$ cat src/pic_cfg.svh
`ifndef PIC_CFG_SVH
`define PIC_CFG_SVH

// Source slots, slot 0 is reserved and never pending
`define PIC_TOTAL_INT     16
`define PIC_IDX_BITS      4
`define PIC_PRIO_BITS     4
`define PIC_ID_BITS       8

////////////////////////////////////////////////////////////////////////////
// Register map
////////////////////////////////////////////////////////////////////////////
`define PIC_BASE_ADDR     32'hf00c_0000
// Priority region sits at offset 0
`define PIC_PEND_OFS      32'h0000_1000
`define PIC_ENABLE_OFS    32'h0000_2000
`define PIC_CONFIG_OFS    32'h0000_3000   // Single word, holds the order bit
`define PIC_GW_CONFIG_OFS 32'h0000_4000
`define PIC_GW_CLEAR_OFS  32'h0000_5000   // Write only

`endif

$ cat src/pic_int_pkg.sv
`default_nettype none

`include "pic_cfg.svh"

package pic_int_pkg;

   typedef logic [`PIC_PRIO_BITS-1:0] prio_t;
   typedef logic [`PIC_ID_BITS-1:0]   id_t;

   // One entry of the comparator tree
   typedef struct packed {
      prio_t prio;   // Effective priority, already order adjusted
      id_t   id;
   } pic_cand_t;

   // Bit 1 selects edge type, bit 0 inverts the request
   typedef struct packed {
      logic edge_type;
      logic polarity;
   } gw_cfg_t;

endpackage

`default_nettype wire

$ cat src/pic_reg_pkg.sv
`default_nettype none

`include "pic_cfg.svh"

package pic_reg_pkg;

   // Register request as captured from the strobe port
   typedef struct packed {
      logic        wren;
      logic        rden;
      logic [31:0] addr;
      logic [31:0] wr_data;
   } pic_req_t;

   typedef enum logic [2:0] {
      region_none,
      region_priority,
      region_pending,
      region_enable,
      region_config,
      region_gw_config,
      region_gw_clear
   } pic_region_e;

   // Decoded access, one cycle behind the strobe
   typedef struct packed {
      pic_region_e              region;
      logic [`PIC_IDX_BITS-1:0] idx;     // Source index within the region
      logic                     wren;
      logic                     rden;
      logic [31:0]              wr_data;
   } pic_sel_t;

endpackage

`default_nettype wire

$ cat src/pic_claim.sv
`timescale 1ns/1ps
`default_nettype none

module pic_claim (
   input  logic                   clk,
   input  logic                   reset,
   input  pic_int_pkg::pic_cand_t winner,
   input  logic                   order,
   input  pic_int_pkg::prio_t     meicurpl,
   input  pic_int_pkg::prio_t     meipt,
   output pic_int_pkg::id_t       claimid,
   output pic_int_pkg::prio_t     pl,
   output logic                   mexintpend,
   output logic                   mhwakeup
);
   import pic_int_pkg::*;

   prio_t pl_next;      // Winner level back in the software encoding
   prio_t meipt_eff;
   prio_t curpl_eff;
   prio_t max_level;

   assign pl_next   = order ? ~winner.prio : winner.prio;
   assign meipt_eff = order ? ~meipt : meipt;
   assign curpl_eff = order ? ~meicurpl : meicurpl;
   assign max_level = order ? '0 : '1;

   always_ff @(posedge clk) begin
      if (reset) begin
         claimid    <= '0;
         pl         <= '0;
         mexintpend <= 1'b0;
         mhwakeup   <= 1'b0;
      end else begin
         claimid    <= winner.id;
         pl         <= pl_next;
         // Compare in the effective domain, larger is always more urgent
         mexintpend <= (winner.prio > meipt_eff) && (winner.prio > curpl_eff);
         mhwakeup   <= (pl_next == max_level);
      end
   end

endmodule

`default_nettype wire

$ cat src/pic_ctrl.sv
`timescale 1ns/1ps
`default_nettype none

`include "pic_cfg.svh"

module pic_ctrl (
   input  logic                       clk,
   input  logic                       reset,
   input  logic [`PIC_TOTAL_INT-1:0]  extintsrc_req,
   input  logic [31:0]                picm_addr,
   input  logic [31:0]                picm_wr_data,
   input  logic                       picm_wren,
   input  logic                       picm_rden,
   input  logic [`PIC_PRIO_BITS-1:0]  meicurpl,      // Current level of the core
   input  logic [`PIC_PRIO_BITS-1:0]  meipt,         // Threshold of the core
   output logic                       mexintpend,
   output logic                       mhwakeup,
   output logic [`PIC_ID_BITS-1:0]    claimid,
   output logic [`PIC_PRIO_BITS-1:0]  pl,
   output logic [31:0]                picm_rd_data
);
   import pic_reg_pkg::*;
   import pic_int_pkg::*;

   pic_sel_t                       sel;
   logic [`PIC_TOTAL_INT-1:0]      enable;
   logic [`PIC_TOTAL_INT-1:0]      gw_clear;
   logic [`PIC_TOTAL_INT-1:0]      pending;
   prio_t [`PIC_TOTAL_INT-1:0]     prio;
   gw_cfg_t [`PIC_TOTAL_INT-1:0]   gw_cfg;
   logic                           order;
   pic_cand_t                      winner;

   ////////////////////////////////////////////////////////////////////////////
   // Register side
   ////////////////////////////////////////////////////////////////////////////
   pic_reg_decode u_decode (
      .clk          (clk),
      .reset        (reset),
      .picm_addr    (picm_addr),
      .picm_wr_data (picm_wr_data),
      .picm_wren    (picm_wren),
      .picm_rden    (picm_rden),
      .sel          (sel)
   );

   pic_reg_file u_reg_file (
      .clk      (clk),
      .reset    (reset),
      .sel      (sel),
      .pending  (pending),
      .enable   (enable),
      .prio     (prio),
      .gw_cfg   (gw_cfg),
      .gw_clear (gw_clear),
      .order    (order),
      .rd_data  (picm_rd_data)
   );

   ////////////////////////////////////////////////////////////////////////////
   // Interrupt side
   ////////////////////////////////////////////////////////////////////////////
   pic_gateway u_gateway (
      .clk           (clk),
      .reset         (reset),
      .extintsrc_req (extintsrc_req),
      .gw_cfg        (gw_cfg),
      .gw_clear      (gw_clear),
      .pending       (pending)
   );

   pic_prio_tree u_tree (
      .pending (pending),
      .enable  (enable),
      .prio    (prio),
      .order   (order),
      .winner  (winner)
   );

   pic_claim u_claim (
      .clk        (clk),
      .reset      (reset),
      .winner     (winner),
      .order      (order),
      .meicurpl   (meicurpl),
      .meipt      (meipt),
      .claimid    (claimid),
      .pl         (pl),
      .mexintpend (mexintpend),
      .mhwakeup   (mhwakeup)
   );

endmodule

`default_nettype wire

$ cat src/pic_gateway.sv
`timescale 1ns/1ps
`default_nettype none

`include "pic_cfg.svh"

module pic_gateway (
   input  logic                                      clk,
   input  logic                                      reset,
   input  logic [`PIC_TOTAL_INT-1:0]                 extintsrc_req,
   input  pic_int_pkg::gw_cfg_t [`PIC_TOTAL_INT-1:0] gw_cfg,
   input  logic [`PIC_TOTAL_INT-1:0]                 gw_clear,
   output logic [`PIC_TOTAL_INT-1:0]                 pending
);

   // Source 0 is reserved, so only slots 1 and up get hardware
   logic [`PIC_TOTAL_INT-1:1] sync_q1;
   logic [`PIC_TOTAL_INT-1:1] sync_q2;
   logic [`PIC_TOTAL_INT-1:1] edge_q;      // Edge latch per source
   logic [`PIC_TOTAL_INT-1:1] edge_next;
   logic [`PIC_TOTAL_INT-1:1] req_pol;     // Synchronized request after polarity

   always_ff @(posedge clk) begin
      if (reset) begin
         sync_q1 <= '0;
         sync_q2 <= '0;
         edge_q  <= '0;
      end else begin
         sync_q1 <= extintsrc_req[`PIC_TOTAL_INT-1:1];
         sync_q2 <= sync_q1;
         edge_q  <= edge_next;
      end
   end

   always_comb begin
      pending = '0;
      for (int i = 1; i < `PIC_TOTAL_INT; i++) begin
         req_pol[i]   = sync_q2[i] ^ gw_cfg[i].polarity;
         // Latch only runs in edge mode and holds until software clears it
         edge_next[i] = gw_cfg[i].edge_type & (req_pol[i] | (edge_q[i] & ~gw_clear[i]));
         pending[i]   = gw_cfg[i].edge_type ? (req_pol[i] | edge_q[i]) : req_pol[i];
      end
   end

endmodule

`default_nettype wire

$ cat src/pic_prio_tree.sv
`timescale 1ns/1ps
`default_nettype none

`include "pic_cfg.svh"

module pic_prio_tree (
   input  logic [`PIC_TOTAL_INT-1:0]               pending,
   input  logic [`PIC_TOTAL_INT-1:0]               enable,
   input  pic_int_pkg::prio_t [`PIC_TOTAL_INT-1:0] prio,
   input  logic                                    order,
   output pic_int_pkg::pic_cand_t                  winner
);
   import pic_int_pkg::*;

   localparam int levels = $clog2(`PIC_TOTAL_INT);

   pic_cand_t [levels:0][`PIC_TOTAL_INT-1:0] lvl;

   // Left entry carries the lower id, so it keeps a tie
   function automatic pic_cand_t pick(input pic_cand_t a, input pic_cand_t b);
      return (b.prio > a.prio) ? b : a;
   endfunction

   ////////////////////////////////////////////////////////////////////////////
   // Pairwise reduction, half the entries per level
   ////////////////////////////////////////////////////////////////////////////
   always_comb begin
      lvl = '0;
      for (int i = 0; i < `PIC_TOTAL_INT; i++) begin
         // Masked sources drop to 0 and can only win an empty round
         lvl[0][i].prio = (pending[i] & enable[i]) ? (order ? ~prio[i] : prio[i]) : '0;
         lvl[0][i].id   = id_t'(i);
      end
      for (int l = 0; l < levels; l++) begin
         for (int m = 0; m < (`PIC_TOTAL_INT >> (l + 1)); m++) begin
            lvl[l+1][m] = pick(lvl[l][2*m], lvl[l][2*m+1]);
         end
      end
   end

   assign winner = lvl[levels][0];

endmodule

`default_nettype wire

$ cat src/pic_reg_decode.sv
`timescale 1ns/1ps
`default_nettype none

`include "pic_cfg.svh"

module pic_reg_decode (
   input  logic                  clk,
   input  logic                  reset,
   input  logic [31:0]           picm_addr,
   input  logic [31:0]           picm_wr_data,
   input  logic                  picm_wren,
   input  logic                  picm_rden,
   output pic_reg_pkg::pic_sel_t sel
);
   import pic_reg_pkg::*;

   // Each per-source region is one word per source above this bit
   localparam int unsigned blk_lsb = `PIC_IDX_BITS + 2;

   localparam logic [31:0] prio_base  = `PIC_BASE_ADDR;
   localparam logic [31:0] pend_base  = `PIC_BASE_ADDR + `PIC_PEND_OFS;
   localparam logic [31:0] en_base    = `PIC_BASE_ADDR + `PIC_ENABLE_OFS;
   localparam logic [31:0] cfg_addr   = `PIC_BASE_ADDR + `PIC_CONFIG_OFS;
   localparam logic [31:0] gwcfg_base = `PIC_BASE_ADDR + `PIC_GW_CONFIG_OFS;
   localparam logic [31:0] gwclr_base = `PIC_BASE_ADDR + `PIC_GW_CLEAR_OFS;

   pic_req_t req_q;

   always_ff @(posedge clk) begin
      if (reset) begin
         req_q <= '0;
      end else begin
         req_q.wren    <= picm_wren;
         req_q.rden    <= picm_rden;
         req_q.addr    <= picm_addr;
         req_q.wr_data <= picm_wr_data;
      end
   end

   always_comb begin
      case (req_q.addr[31:blk_lsb])
         prio_base[31:blk_lsb]:  sel.region = region_priority;
         pend_base[31:blk_lsb]:  sel.region = region_pending;   // Index ignored
         en_base[31:blk_lsb]:    sel.region = region_enable;
         gwcfg_base[31:blk_lsb]: sel.region = region_gw_config;
         gwclr_base[31:blk_lsb]: sel.region = region_gw_clear;
         // Config is a single word, neighbours decode to nothing
         cfg_addr[31:blk_lsb]:
            sel.region = (req_q.addr == cfg_addr) ? region_config : region_none;
         default:                sel.region = region_none;
      endcase
      sel.idx     = req_q.addr[blk_lsb-1:2];
      sel.wren    = req_q.wren;
      sel.rden    = req_q.rden;
      sel.wr_data = req_q.wr_data;
   end

endmodule

`default_nettype wire

$ cat src/pic_reg_file.sv
`timescale 1ns/1ps
`default_nettype none

`include "pic_cfg.svh"

module pic_reg_file (
   input  logic                                      clk,
   input  logic                                      reset,
   input  pic_reg_pkg::pic_sel_t                     sel,
   input  logic [`PIC_TOTAL_INT-1:0]                 pending,
   output logic [`PIC_TOTAL_INT-1:0]                 enable,
   output pic_int_pkg::prio_t [`PIC_TOTAL_INT-1:0]   prio,
   output pic_int_pkg::gw_cfg_t [`PIC_TOTAL_INT-1:0] gw_cfg,
   output logic [`PIC_TOTAL_INT-1:0]                 gw_clear,
   output logic                                      order,
   output logic [31:0]                               rd_data
);
   import pic_reg_pkg::*;

   logic idx_ok;

   assign idx_ok = (sel.idx != '0);   // Slot 0 has no registers behind it

   ////////////////////////////////////////////////////////////////////////////
   // Per-source configuration
   ////////////////////////////////////////////////////////////////////////////
   always_ff @(posedge clk) begin
      if (reset) begin
         prio   <= '0;
         enable <= '0;
         gw_cfg <= '0;
      end else if (sel.wren && idx_ok) begin
         case (sel.region)
            region_priority:  prio[sel.idx]   <= sel.wr_data[`PIC_PRIO_BITS-1:0];
            region_enable:    enable[sel.idx] <= sel.wr_data[0];
            region_gw_config: gw_cfg[sel.idx] <= sel.wr_data[1:0];
            default: ;
         endcase
      end
   end

   // Global priority order, 1 makes 0 the most urgent level
   always_ff @(posedge clk) begin
      if (reset) begin
         order <= 1'b0;
      end else if (sel.wren && sel.region == region_config) begin
         order <= sel.wr_data[0];
      end
   end

   // One-cycle clear of the edge latch
   always_comb begin
      gw_clear = '0;
      if (sel.wren && idx_ok && sel.region == region_gw_clear) begin
         gw_clear[sel.idx] = 1'b1;
      end
   end

   ////////////////////////////////////////////////////////////////////////////
   // Read data, zero-extended and zero when no read is in flight
   ////////////////////////////////////////////////////////////////////////////
   always_comb begin
      rd_data = '0;
      if (sel.rden) begin
         case (sel.region)
            region_priority:  rd_data[`PIC_PRIO_BITS-1:0] = prio[sel.idx];
            region_enable:    rd_data[0]                  = enable[sel.idx];
            region_gw_config: rd_data[1:0]                = gw_cfg[sel.idx];
            region_config:    rd_data[0]                  = order;
            region_pending:   rd_data[`PIC_TOTAL_INT-1:0] = pending;
            default: ;
         endcase
      end
   end

endmodule

`default_nettype wire

$ cat config.mk
export PLATFORM = sky130hd
export DESIGN_NAME = pic_ctrl
export DESIGN_NICKNAME = d
export VERILOG_FILES = /design/src/pic_int_pkg.sv /design/src/pic_reg_pkg.sv /design/src/pic_claim.sv /design/src/pic_ctrl.sv /design/src/pic_gateway.sv /design/src/pic_prio_tree.sv /design/src/pic_reg_decode.sv /design/src/pic_reg_file.sv
export VERILOG_INCLUDE_DIRS = /design/src /design/src/src
export SDC_FILE = /design/constraint.sdc
export NUM_CORES = 1
export LEC_CHECK = 0
export ABC_AREA = 1
export BUFFER_PORTS_ARGS = -buffer_cell sky130_fd_sc_hd__buf_2
export CAP_MARGIN = 30
export CELL_PAD_IN_SITES_DETAIL_PLACEMENT = 1
export CELL_PAD_IN_SITES_GLOBAL_PLACEMENT = 1
export CORE_UTILIZATION = 43
export DETAILED_ROUTE_END_ITERATION = 6
export PLACE_DENSITY = 0.88
export SLEW_MARGIN = 30
export SYNTH_ARGS = -nofsm -noshare
export SYNTH_HDL_FRONTEND = slang
export SYNTH_HIERARCHICAL = 1
export SYNTH_SLANG_ARGS = --single-unit
$ cat constraint.sdc
create_clock -name clk -period 7.98 [get_ports clk]
set_input_delay 0.399 -clock clk [delete_from_list [all_inputs] [get_ports clk]]
set_output_delay 0.399 -clock clk [all_outputs]
set_load 0.01 [all_outputs]
=== After elaboration in Yosys (flattened, before gate mapping) ===
Index checks and enable logic that the tools add are counted.

* Register bits after elaboration: 210
* Input port bits: 92
* Output and inout bits: 46
* Word-level logic and storage cells: 313

* Magnitude comparators: 19
* Equality and inequality tests: 14
* Mux-type cells: 87
* Bitwise gates (word level): 123
* Reduce and logical (&&, ||, !) cells: 9

{| class="wikitable"
|+ Operators with widths
! kind !! number
|-
| 12-bit 2-to-1 mux || 16
|-
| 26-bit equality test, second input constant || 6
|-
| 4-bit 2-to-1 mux || 36
|-
| 4-bit inverter || 18
|-
| 64-bit bitwise mux || 1
|-
| 4-bit > comparator || 16
|-
| 1-bit bitwise AND || 45
|-
| 32-bit bitwise mux || 1
|-
| 32-bit equality test, second input constant || 1
|-
| 16-bit 2-to-1 mux || 2
|-
| 1-bit OR || 30
|-
| 3-bit case mux with 6 select lines || 1
|-
| 1-bit 2-to-1 mux || 17
|-
| 4-bit binary-select mux with 4-bit select || 1
|-
| 16-bit bitwise mux || 1
|-
| 4-bit demux with 4-bit select || 1
|-
| 1-bit inverter || 15
|-
| 1-bit bitwise XOR || 15
|-
| 3-bit equality test, second input constant || 3
|-
| 2-bit binary-select mux with 4-bit select || 1
|-
| 2-bit demux with 4-bit select || 1
|-
| 3-bit by 2-bit equality test with 1-bit output, second input constant || 2
|-
| 2-bit AND reduction || 3
|-
| 1-bit logical AND || 5
|-
| other kinds (13) || 14
|}

=== Logic depth before layout (Yosys ltp) ===
Gate-level depths: netlist of run 1.

* Word-level depth: 16
* Mapped depth: 50
* Depth with buffers taken out: 50

=== By module ===
Netlist of run 1, hierarchy kept.

{| class="wikitable"
|+ Modules (own cells, without submodules)
! module !! instances !! cells each !! area each (sq um) !! seq. area each (sq um)
|-
| pic_reg_file || 1 || 931 || 5705.5 || 2262.2
|-
| pic_prio_tree || 1 || 594 || 3407.0 || 0.0
|-
| pic_reg_decode || 1 || 290 || 2364.8 || 1321.3
|-
| pic_gateway || 1 || 277 || 1805.5 || 900.9
|-
| pic_claim || 1 || 80 || 684.4 || 280.3
|}

=== Least setup slack after synthesis of run 1 ===
Ideal clock, no wire load.

* Path type: register to register
* Start point: register u_reg_file.order
* End point: register u_claim.mexintpend
* Library setup time: 117 ps
* Arrival: 6421 ps
* Data required time: 7863 ps
* Setup slack: 1442 ps
* Cell stages (with the launch flop): 42
* Buffers on the path: 6
* Period minus slack after synthesis: 6538 ps
* Path through: dfxtp_1 > buf_6 > buf_4 > buf_4 > buf_2 > buf_2 > xnor2_1 > nor2_1 > ha_1 > a21oi_1 > o21ai_0 > o21ai_0 > inv_1 > nand2_1 > o21ai_0 > ha_1 > nand2_1 > o21bai_1 > [6 not listed] > nand2_1 > inv_1 > o21ai_0 > a32oi_1 > inv_1 > nand3_1 > and2_1 > ha_1 > nand2_1 > inv_1 > a32oi_2 > inv_1 > nand3_1 > nand2_1 > ha_1 > a21oi_1 > a21boi_0 > nor2_1

{| class="wikitable"
|+ RTL lines
! item !! RTL line !! RTL
|-
| start: declaration || pic_reg_file.sv:15 || <nowiki>output logic order,</nowiki>
|-
| start signal: assignment || pic_reg_file.sv:47 || <nowiki>order <= sel.wr_data[0];</nowiki>
|-
| end signal: assignment || pic_claim.sv:38 || <nowiki>mexintpend <= (winner.prio > meipt_eff) && (winner.prio > curpl_eff);</nowiki>
|-
| end: declaration || pic_claim.sv:13 || <nowiki>output logic mexintpend,</nowiki>
|}

==> impl_metrics.py, run 1 <==
metrics = {
    "outcome": {
        "status": "finished clean",
    },
    "grt": {
        "busiest_layer": "met2",
        "grt_overflow": 0,
        "grt_pass1_wl_um": 64050,
        "grt.total_usage_pct": 25.47,
        "use_met1_pct": 31.06,
        "use_met2_pct": 45.82,
        "grt_max_degree": 100,
        "gr-usage-met3_pct": 2.944,
        "antenna_found_initial": 0,
        "first_global_vias": 13084,
    },
    "place": {
        "numPlacedInstances": 2470,
        "place_area_mm2": 0.01350,
        "place_ws_ps": 701.2,
        "port_buffers": 92,
        "dp_hpwl_um": 28790,
        "gp_routability_congestion": 0.8346,
    },
    "route": {
        "drc_errors": 0,
        "wl_per_cell_um": 15.54,
        "via_per_inst": 5.135,
        "drt_iter0_drc": 764,
        "vias": 12895,
        "drtAntennaViolNets": 0,
        "routed_wl_um": 39030,
        "drtPass1Iterations": 6,
    },
    "yosys": {
        "ys.warnings.count": 6,
        "synthesis.area_mm2": 0.01297,
        "syn_inst": 2057,
        "avgSynthCellArea_um2": 6.305,
    },
    "clock_network": {
        "cts_made_buffers": 23,
        "cts_tree": "done",
        "htree_levels": 1,
        "cts_sinks": 210,
        "cts_hold_buf": 0,
        "cts_root_buf": "clkbuf_16",
        "clockBufferDepth": 3,
        "cts.reportedPaths.clkPinSlew_ps": 70,
        "clkLatencyLatePin_ps": 550,
    },
    "timing": {
        "fin_worst_skew_ps": 30.87,
        "period_minus_slack_ps": 6999,
        "rsz0062_at_grt": "false",
        "layout_setup_ws_ps": 980.6,
        "worst_pin_slew_ps": 869.3,
        "report.final.slew_viol_count": 0,
        "fmax_ghz": 0.1429,
        "hold_viol": 0,
        "finalSetupTns_ps": 0,
        "relSlewSlack_pct": 42.05,
        "finalSetupViolCount": 0,
        "finalCritPeriodShare_pct": 87.71,
    },
    "critical_path": {
        "cp_common_cell": "nand2_1",
        "end_kind": "flip-flop",
        "r2r_slack_ps": 980,
        "cp-startpoint": "u_reg_file/gw_cfg[8]",
        "critical_path.top_delay_family": "compound AO/OA/AOI/OAI gates",
        "path_class": "reg -> reg",
        "cp-start-kind": "flip-flop",
        "cp-endpoint": "u_claim/mexintpend",
        "critPathBufInv": 10,
        "cp.required_ps": 8400,
        "cpPeakStageDelay_ps": 370,
        "crit_fanout": 9,
        "r2r-end": "u_claim/mexintpend",
        "rr_startpoint": "u_reg_file/gw_cfg[8]",
        "ff2ff_path_depth": 48,
        "crit_cells": 48,
        "worstPathArrival_ps": 7420,
        "slowest_stage": "o21ai_0",
    },
    "power": {
        "internal_power_mw": 1.668,
        "power_switching_mw": 0.5413,
        "powerDensity_mw_per_mm2": 155.3,
        "p_total_mw": 2.209,
        "p_seq_share_pct": 48.9,
        "power_frac_clock_pct": 45.8,
        "sw_frac_of_total_pct": 24.50,
        "vdd_ir_drop_max_v": 0.0001376,
        "power_frac_comb_pct": 5.2,
        "leakagePower_nw": 6.508,
    },
    "die": {
        "num_io_pins": 138,
        "core_region_area_mm2": 0.02964,
        "die_w_um": 175.7,
        "die-height_um": 175.7,
        "rows": 63,
        "die-area_mm2": 0.03086,
        "start_util_pct": 43.76,
    },
    "final_layout": {
        "areaGrowthSynthToFinish_pct": 9.685,
        "fin_cells": 2511,
        "drive_gt1_share_pct": 10.14,
        "n_antenna_cell": 0,
        "final_nets": 2256,
        "fin_area_mm2": 0.01423,
    },
    "run": {
        "max-cap-violations": 0,
    },
    "worst_hold_path": {
        "hold_class": "in -> reg",
    },
}
## worst reg2reg max path: cells and delay by family, from the launching register on
| family | cells | cell delay [ps] |
|---|---|---|
| fa+ha+maj | 5 | 1590 |
| simple gates | 22 | 1760 |
| compound gates | 11 | 2210 |
| buf+inv | 10 | 960 |
| flops | 1 | 360 |
## power groups by stage
stage	Clock, mW	Sequential [mW]	Combinational (mW)
final	1.01	1.08	0.115
after global placement	0	1.10	0.108
after detailed placement	0	1.10	0.113
after CTS	1.04	1.08	0.115
after global routing	1.07	1.08	0.128
after floorplan	0	1.10	0.0853
## area by class of cell
cell class              count  area, µm²
fillers                  4080      15410
multi-input cells        1486       7212
flip-flops and latches    210       4209
inverters                 282       1059
clock buffers              33      653.1
repair buffers            103      553.0
well taps                 390      488.0
clock inverters             7      52.55
## timing repair
action / in CTS / in global routing
endpoints found under the setup margin: 0 / 1
gates resized for setup: 0 / 1
endpoints found under the hold margin: 0 / 0
setup buffers: 0 / 1
## state kept, by name, summed over array words and instances, names as in the netlist
| signal | flops |
|---|---|
| u_reg_file/prio | 64 |
| u_reg_file/gw_cfg | 32 |
| u_decode/req_q | 28 |
| u_reg_file/enable | 16 |
| u_gateway/edge_q | 15 |
| u_gateway/sync_q1 | 15 |
| u_gateway/sync_q2 | 15 |
| u_decode/sel | 10 |
| u_claim/claimid | 8 |
| u_claim/pl | 4 |
| u_claim/mexintpend | 1 |
| u_claim/mhwakeup | 1 |
| u_reg_file/order | 1 |
## per-stage QoR
step                hold slack [ps]  utilization (%)
floorplan                     388.3                -
global placement              390.1            45.55
detailed placement            398.9            45.55
CTS                           32.72            47.94
global route                  49.39            48.00
finish                        51.23            48.00
## how the worst min path moves through the flow
stage | startpoint | end | slack (ps) | cells after the start
3_3_place_gp | u_gateway/sync_q1[14] | u_gateway/sync_q2[14] | 390 | 2
4_1_cts | picm_addr[10] | u_decode/req_q[42] | 30 | 3
6_report | extintsrc_req[2] | u_gateway/sync_q1[2] | 50 | 3
5_1_grt | picm_rden | u_decode/sel[32] | 50 | 3
2_1_floorplan | u_gateway/sync_q1[10] | u_gateway/sync_q2[10] | 390 | 2
3_5_place_dp | u_gateway/sync_q1[1] | u_gateway/sync_q2[1] | 400 | 2
## per-layer routing
metal / up-vias / part of all wire (%)
li1: 6426 / -
met1: 6119 / 44
met2: 270 / 49
met3: 80 / 4.2
met4: 0 / 3.3
met5: - / 0
## placed cells by master, fill, tap and decap left out, types with 4 or more instances in the layout
| cell type | instances |
|---|---|
| a21oi_1 | 164 |
| a22oi_1 | 16 |
| and2_1 | 8 |
| buf_2 | 91 |
| buf_4 | 10 |
| clkbuf_1 | 6 |
| clkbuf_16 | 23 |
| clkbuf_8 | 4 |
| clkinv_2 | 5 |
| conb_1 | 21 |
| dfxtp_1 | 208 |
| ha_1 | 58 |
| inv_1 | 263 |
| inv_2 | 18 |
| nand2_1 | 697 |
| nand2_2 | 12 |
| nand2_4 | 5 |
| nand3_1 | 78 |
| nand4_1 | 5 |
| nand4_2 | 4 |
| nor2_1 | 226 |
| nor2_2 | 11 |
| nor2_4 | 6 |
| nor3_1 | 4 |
| o21ai_0 | 90 |
| o21ai_1 | 9 |
| o21ai_2 | 7 |
| o21bai_1 | 5 |
| xnor2_1 | 34 |
Power figures use the tool's default switching activity.
==> inputs of run 2 (changes only) <==
- CORE_MARGIN: default -> 2
- RECOVER_POWER: default -> 50
- SKIP_LAST_GASP: default -> 1
==> run 2 against run 1 <==
Against the previous run: the run now ends with max-capacitance violations, max-slew violations left; maximum frequency fell by 1.8%; worst hold slack worse by 8.8 ps; count of clock-buffer cells in the layout is 2 higher; sequential power barely moved; critical path depth shrank 4; sequential cell count unchanged; clock skew shrank 6.0 ps; final area rose by 1.2%.
==> impl_metrics.py, run 2 (same netlist as run 1, synthesis figures left out) <==
metrics = {
    "critical_path": {
        "cpPeakStageDelay_ps": 400,
        "cp-start-kind": "flip-flop",
        "end_kind": "flip-flop",
        "ff2ff_path_depth": 44,
        "r2r_slack_ps": 850,
        "r2r-end": "u_claim/mexintpend",
        "path_class": "reg -> reg",
        "cp.required_ps": 8470,
        "crit_fanout": 11,
        "cp_common_cell": "nand2_1",
        "worstPathArrival_ps": 7620,
        "slowest_stage": "dfxtp_1",
        "rr_startpoint": "u_reg_file/gw_cfg[28]",
    },
    "run": {
        "max-cap-violations": 2,
    },
    "place": {
        "port_buffers": 92,
        "gp_routability_congestion": 0.8530,
        "dp_hpwl_um": 28500,
        "place_area_mm2": 0.01349,
    },
    "grt": {
        "grt.total_usage_pct": 25.00,
        "grt_pass1_wl_um": 64270,
        "antenna_found_initial": 0,
        "grt_max_degree": 109,
        "grt_overflow": 0,
        "first_global_vias": 13216,
    },
    "clock_network": {
        "htree_levels": 1,
        "cts_made_buffers": 25,
        "cts_sinks": 210,
        "clockBufferDepth": 3,
        "cts.reportedPaths.clkPinSlew_ps": 70,
        "cts_hold_buf": 0,
        "cts_tree": "done",
        "clkLatencyLatePin_ps": 560,
        "cts_root_buf": "clkbuf_16",
    },
    "timing": {
        "fin_worst_skew_ps": 24.92,
        "rsz0062_at_grt": "false",
        "worst_pin_slew_ps": 4615,
        "hold_viol": 0,
        "period_minus_slack_ps": 7127,
        "relSlewSlack_pct": -207.7,
        "fmax_ghz": 0.1403,
        "report.final.slew_viol_count": 177,
        "finalSetupTns_ps": 0,
        "finalCritPeriodShare_pct": 89.31,
        "finalSetupViolCount": 0,
    },
    "power": {
        "leakagePower_nw": 6.543,
        "vdd_ir_drop_max_v": 0.0001847,
        "p_total_mw": 2.463,
        "powerDensity_mw_per_mm2": 171.0,
    },
    "die": {
        "start_util_pct": 43.76,
        "die_w_um": 177.7,
        "num_io_pins": 138,
        "rows": 63,
        "core_region_area_mm2": 0.02964,
        "die-height_um": 177.7,
        "die-area_mm2": 0.03157,
    },
    "final_layout": {
        "drive_gt1_share_pct": 9.737,
        "fin_area_mm2": 0.01440,
        "areaGrowthSynthToFinish_pct": 11.02,
        "mostFrequentLayoutCells": "nand2_1, inv_1, nor2_1, dfxtp_1, a21oi_1",
        "reg_top3": "u_reg_file/prio (64), u_reg_file/gw_cfg (32), u_decode/req_q (28)",
        "fillers": 4059,
        "final_nets": 2257,
        "regMostFlops": "u_reg_file/prio",
        "largest_reg_flops": 64,
        "n_antenna_cell": 0,
        "mostFrequentLayoutCell": "nand2_1",
    },
    "worst_hold_path": {
        "min-delay-start": "picm_wr_data[1]",
        "hold_depth": 3,
        "holdPathEnd": "u_decode/sel[1]",
        "hold_class": "in -> reg",
    },
    "route": {
        "routed_wl_um": 39740,
        "via_per_inst": 5.132,
        "vias": 12912,
        "drtPass1Iterations": 5,
        "drtAntennaViolNets": 0,
        "drt_iter0_drc": 708,
        "drc_errors": 0,
        "wl_per_cell_um": 15.79,
    },
    "outcome": {
        "violations": "max-capacitance violations, max-slew violations",
        "status": "finished with violations",
    },
}
run 2: cell types whose count changed in the layout (fill, tap and decap cells not counted), sizes merged:
cell      delta
clkbuf      +19
buf         -18
bufinv       +4
clkinvlp     -1
inv          +1
run 2: through the flow:
| stage | util, % | instances | worst slack [ps] | hold WS [ps] |
|---|---|---|---|---|
| 6_report | 48.58 | 2516 | 852.8 | 42.41 |
| 2_1_floorplan | - | 2075 | 1442 | 388.3 |
| 4_1_cts | 48.62 | 2514 | 573.7 | 17.88 |
| 3_5_place_dp | 45.51 | 2468 | 627.4 | 397.3 |
| 5_1_grt | 48.58 | 2516 | 108.3 | 45.71 |
| 3_3_place_gp | 45.50 | 2468 | 1019 | 389.6 |
run 2: where the power goes:
group          internal, mW  switching (mW)
clock                 0.782           0.483
sequential             1.07          0.0147
combinational        0.0315          0.0842
run 2: how the worst max path moves through the flow:
stage,end,depth (start not counted),start
global route,u_claim/mexintpend,42,u_reg_file/gw_cfg[28]
global placement,u_claim/mexintpend,45,u_reg_file/gw_cfg[8]
finish,u_claim/mexintpend,44,u_reg_file/gw_cfg[28]
detailed placement,u_claim/mexintpend,48,u_reg_file/gw_cfg[8]
CTS,u_claim/mexintpend,48,u_reg_file/gw_cfg[8]
floorplan,u_claim/mexintpend,41,u_reg_file/order
run 2: cell type report:
class                   count  area (µm²)  share of cell area (%)
multi-input cells        1486        7214                   50.10
flip-flops and latches    210        4209                   29.23
inverters                 282        1059                   7.351
clock buffers              35       743.2                   5.162
repair buffers            102       509.2                   3.537
well taps                 390       488.0                   3.389
clock inverters            11       176.4                   1.225
run 2: critical path: cells and delay by family, from the launching register on:
family	cells	cell delay (ps)
AOI/OAI and AO/OA	15	2580
adders and majority gates	5	1600
and+or+nand+nor	16	1590
buffers and inverters	8	870
DFF	1	400
run 2: metal layers:
metal | track usage (%) | wire length [µm] | vias up
li1 | - | - | 6424
met1 | 30.40 | 17530 | 6131
met2 | 45.93 | 19550 | 279
met3 | 2.335 | 1385 | 78
met4 | 8.265 | 1267 | 0
met5 | 0 | 0 | -
run 2: repair_timing:
action,4_1_cts,5_1_grt
setup endpoints to repair,0,1
setup buffers,0,1
resized for setup,0,1
endpoints found under the hold margin,0,0
==> inputs of run 3 (changes only) <==
- CELL_PAD_IN_SITES_DETAIL_PLACEMENT: 1 -> default
- CELL_PAD_IN_SITES_GLOBAL_PLACEMENT: 1 -> default
- CORE_UTILIZATION: 43 -> 61
==> run 3 against run 2 <==
Against the previous run: the run ends with design-rule violations, max-capacitance violations, max-slew violations left; global-route usage grew 4.2 points; critical path type unchanged; register-to-register slack lost 310 ps; utilization grew 18 points; largest cell class unchanged.
==> impl_metrics.py, run 3 (same netlist as run 1, synthesis figures left out) <==
metrics = {
    "timing": {
        "period_minus_slack_ps": 7438,
        "finalSetupTns_ps": 0,
        "layout_setup_ws_ps": 541.6,
        "relSlewSlack_pct": -178.3,
        "hold_viol": 0,
        "report.final.slew_viol_count": 199,
        "fmax_ghz": 0.1344,
        "finalCritPeriodShare_pct": 93.21,
        "finalSetupViolCount": 0,
        "rsz0062_at_grt": "false",
        "fin_worst_skew_ps": 19.64,
        "worst_pin_slew_ps": 4175,
    },
    "place": {
        "port_buffers": 92,
        "gp_routability_congestion": 0.9034,
        "place_ws_ps": 765.7,
        "dp_hpwl_um": 23190,
    },
    "clock_network": {
        "cts_sinks": 210,
        "cts_made_buffers": 23,
        "clkLatencyLatePin_ps": 540,
        "clockBufferDepth": 3,
        "cts_tree": "done",
        "cts.reportedPaths.clkPinSlew_ps": 60,
        "cts_root_buf": "clkbuf_16",
        "htree_levels": 1,
    },
    "route": {
        "routed_wl_um": 33210,
        "drtAntennaViolNets": 0,
        "via_per_inst": 5.386,
        "drt_iter0_drc": 1140,
        "drtPass1Iterations": 7,
        "route.met2.wl_um": 15500,
        "vias": 12883,
        "wirelength_met1_um": 13350,
        "highest_layer": "met4",
        "wl_per_cell_um": 13.88,
        "drc_errors": 2,
        "met3_length_um": 2965,
    },
    "final_layout": {
        "fillers": 1786,
        "drive_gt1_share_pct": 9.117,
        "mostFrequentLayoutCell": "nand2_1",
        "regMostFlops": "u_reg_file/prio",
        "multi_input_area_mm2": 0.007209,
        "areaGrowthSynthToFinish_pct": 8.374,
        "mostFrequentLayoutCells": "nand2_1, inv_1, nor2_1, dfxtp_1, a21oi_1",
        "final_nets": 2252,
        "seq_area_mm2": 0.004208,
        "reg_top3": "u_reg_file/prio (64), u_reg_file/gw_cfg (32), u_decode/req_q (28)",
        "largest_reg_flops": 64,
        "n_antenna_cell": 0,
    },
    "outcome": {
        "violations": "design-rule violations, max-capacitance violations, max-slew violations",
        "status": "finished with violations",
    },
    "die": {
        "num_io_pins": 138,
        "die-height_um": 149.8,
        "core_region_area_mm2": 0.02096,
        "rows": 53,
        "die-area_mm2": 0.02244,
        "die_w_um": 149.8,
        "start_util_pct": 61.89,
    },
    "critical_path": {
        "critPathBufInv": 9,
        "end_kind": "flip-flop",
        "cp_common_cell": "nand2_1",
        "cp.required_ps": 8390,
        "path_class": "reg -> reg",
        "crit_fanout": 10,
        "cpPeakStageDelay_ps": 440,
        "worstPathArrival_ps": 7850,
        "critical_path.top_delay_family": "compound AO/OA/AOI/OAI gates",
        "slowest_stage": "a32oi_2",
        "cp-start-kind": "flip-flop",
    },
    "grt": {
        "grt_overflow": 0,
        "first_global_vias": 11848,
        "grt_pass1_wl_um": 53960,
        "grt_max_degree": 100,
        "antenna_found_initial": 0,
        "grt.total_usage_pct": 29.21,
    },
    "power": {
        "sw_frac_of_total_pct": 23.76,
        "powerDensity_mw_per_mm2": 157.9,
        "leakagePower_nw": 6.429,
        "internal_power_mw": 1.692,
        "power_frac_comb_pct": 5.2,
        "power_switching_mw": 0.5276,
        "power_frac_clock_pct": 46.3,
        "vdd_ir_drop_max_v": 0.0001733,
        "p_seq_share_pct": 48.6,
    },
    "worst_hold_path": {
        "hold_class": "in -> reg",
    },
    "run": {
        "max-cap-violations": 2,
    },
}
==> run 3: cell types whose count changed in the layout (fill, tap and decap cells not counted), moves of 2 or more <==
cell       previous run  this run
clkbuf_8              8         3
bufinv_16             4         1
clkbuf_16            25        23
buf_4                 8         4
clkbuf_1             19        23
buf_12                0         2
==> run 3: worst paths after layout <==
path / slack (ps) / to / depth (start not counted) / from
max: 540 / u_claim/mexintpend / 45 / u_reg_file/gw_cfg[8]
min: 60 / u_gateway/sync_q1[11] / 3 / extintsrc_req[11]
max reg2reg: 540 / u_claim/mexintpend / 45 / u_reg_file/gw_cfg[8]
min reg2reg: 400 / u_gateway/sync_q2[13] / 2 / u_gateway/sync_q1[13]
==> run 3: timing repair <==
action | in CTS | in global routing
setup endpoints to repair | 0 | 1
resized for setup | 0 | 0
setup buffers | 0 | 1
hold buffers | 0 | 0
==> run 3: layer usage <==
metal,track usage [%],vias to the layer above
met4,13.02,0
met2,50.96,619
met1,35.87,5720
li1,-,6418
met3,3.902,126
met5,0,-
==> run 3: power by group through the flow <==
stage | Combinational (mW) | Sequential, mW | Clock, mW
after floorplan | 0.0853 | 1.10 | 0
after global placement | 0.107 | 1.10 | 0
after detailed placement | 0.111 | 1.10 | 0
after CTS | 0.112 | 1.08 | 1.03
after global routing | 0.127 | 1.08 | 1.08
final | 0.115 | 1.08 | 1.03
==> run 3: per-stage QoR <==
step / area (µm²) / std cells / util (%) / total power [mW] / hold WS [ps]
after global placement: 13340 / 2351 / 63.66 / 1.207 / 388.7
after global routing: 14060 / 2392 / 67.08 / 2.282 / 62.04
after CTS: 14060 / 2391 / 67.11 / 2.223 / 52.87
final: 14060 / 2392 / 67.08 / 2.220 / 62.23
after detailed placement: 13340 / 2351 / 63.67 / 1.211 / 392.4
after floorplan: 13040 / 2075 / - / 1.181 / 388.3
==> run 3: area by class of cell <==
type / instances / area share (%)
clock buffers: 33 / 4.575
clock inverters: 7 / 0.5519
inverters: 282 / 7.531
multi-input cells: 1486 / 51.29
flip-flops and latches: 210 / 29.94
well taps: 275 / 2.448
repair buffers: 99 / 3.667
==> run 3: tightest hold or removal path, stage by stage <==
cell and delay [ps]:
buf_2 70, inv_1 30, nor2_1 70
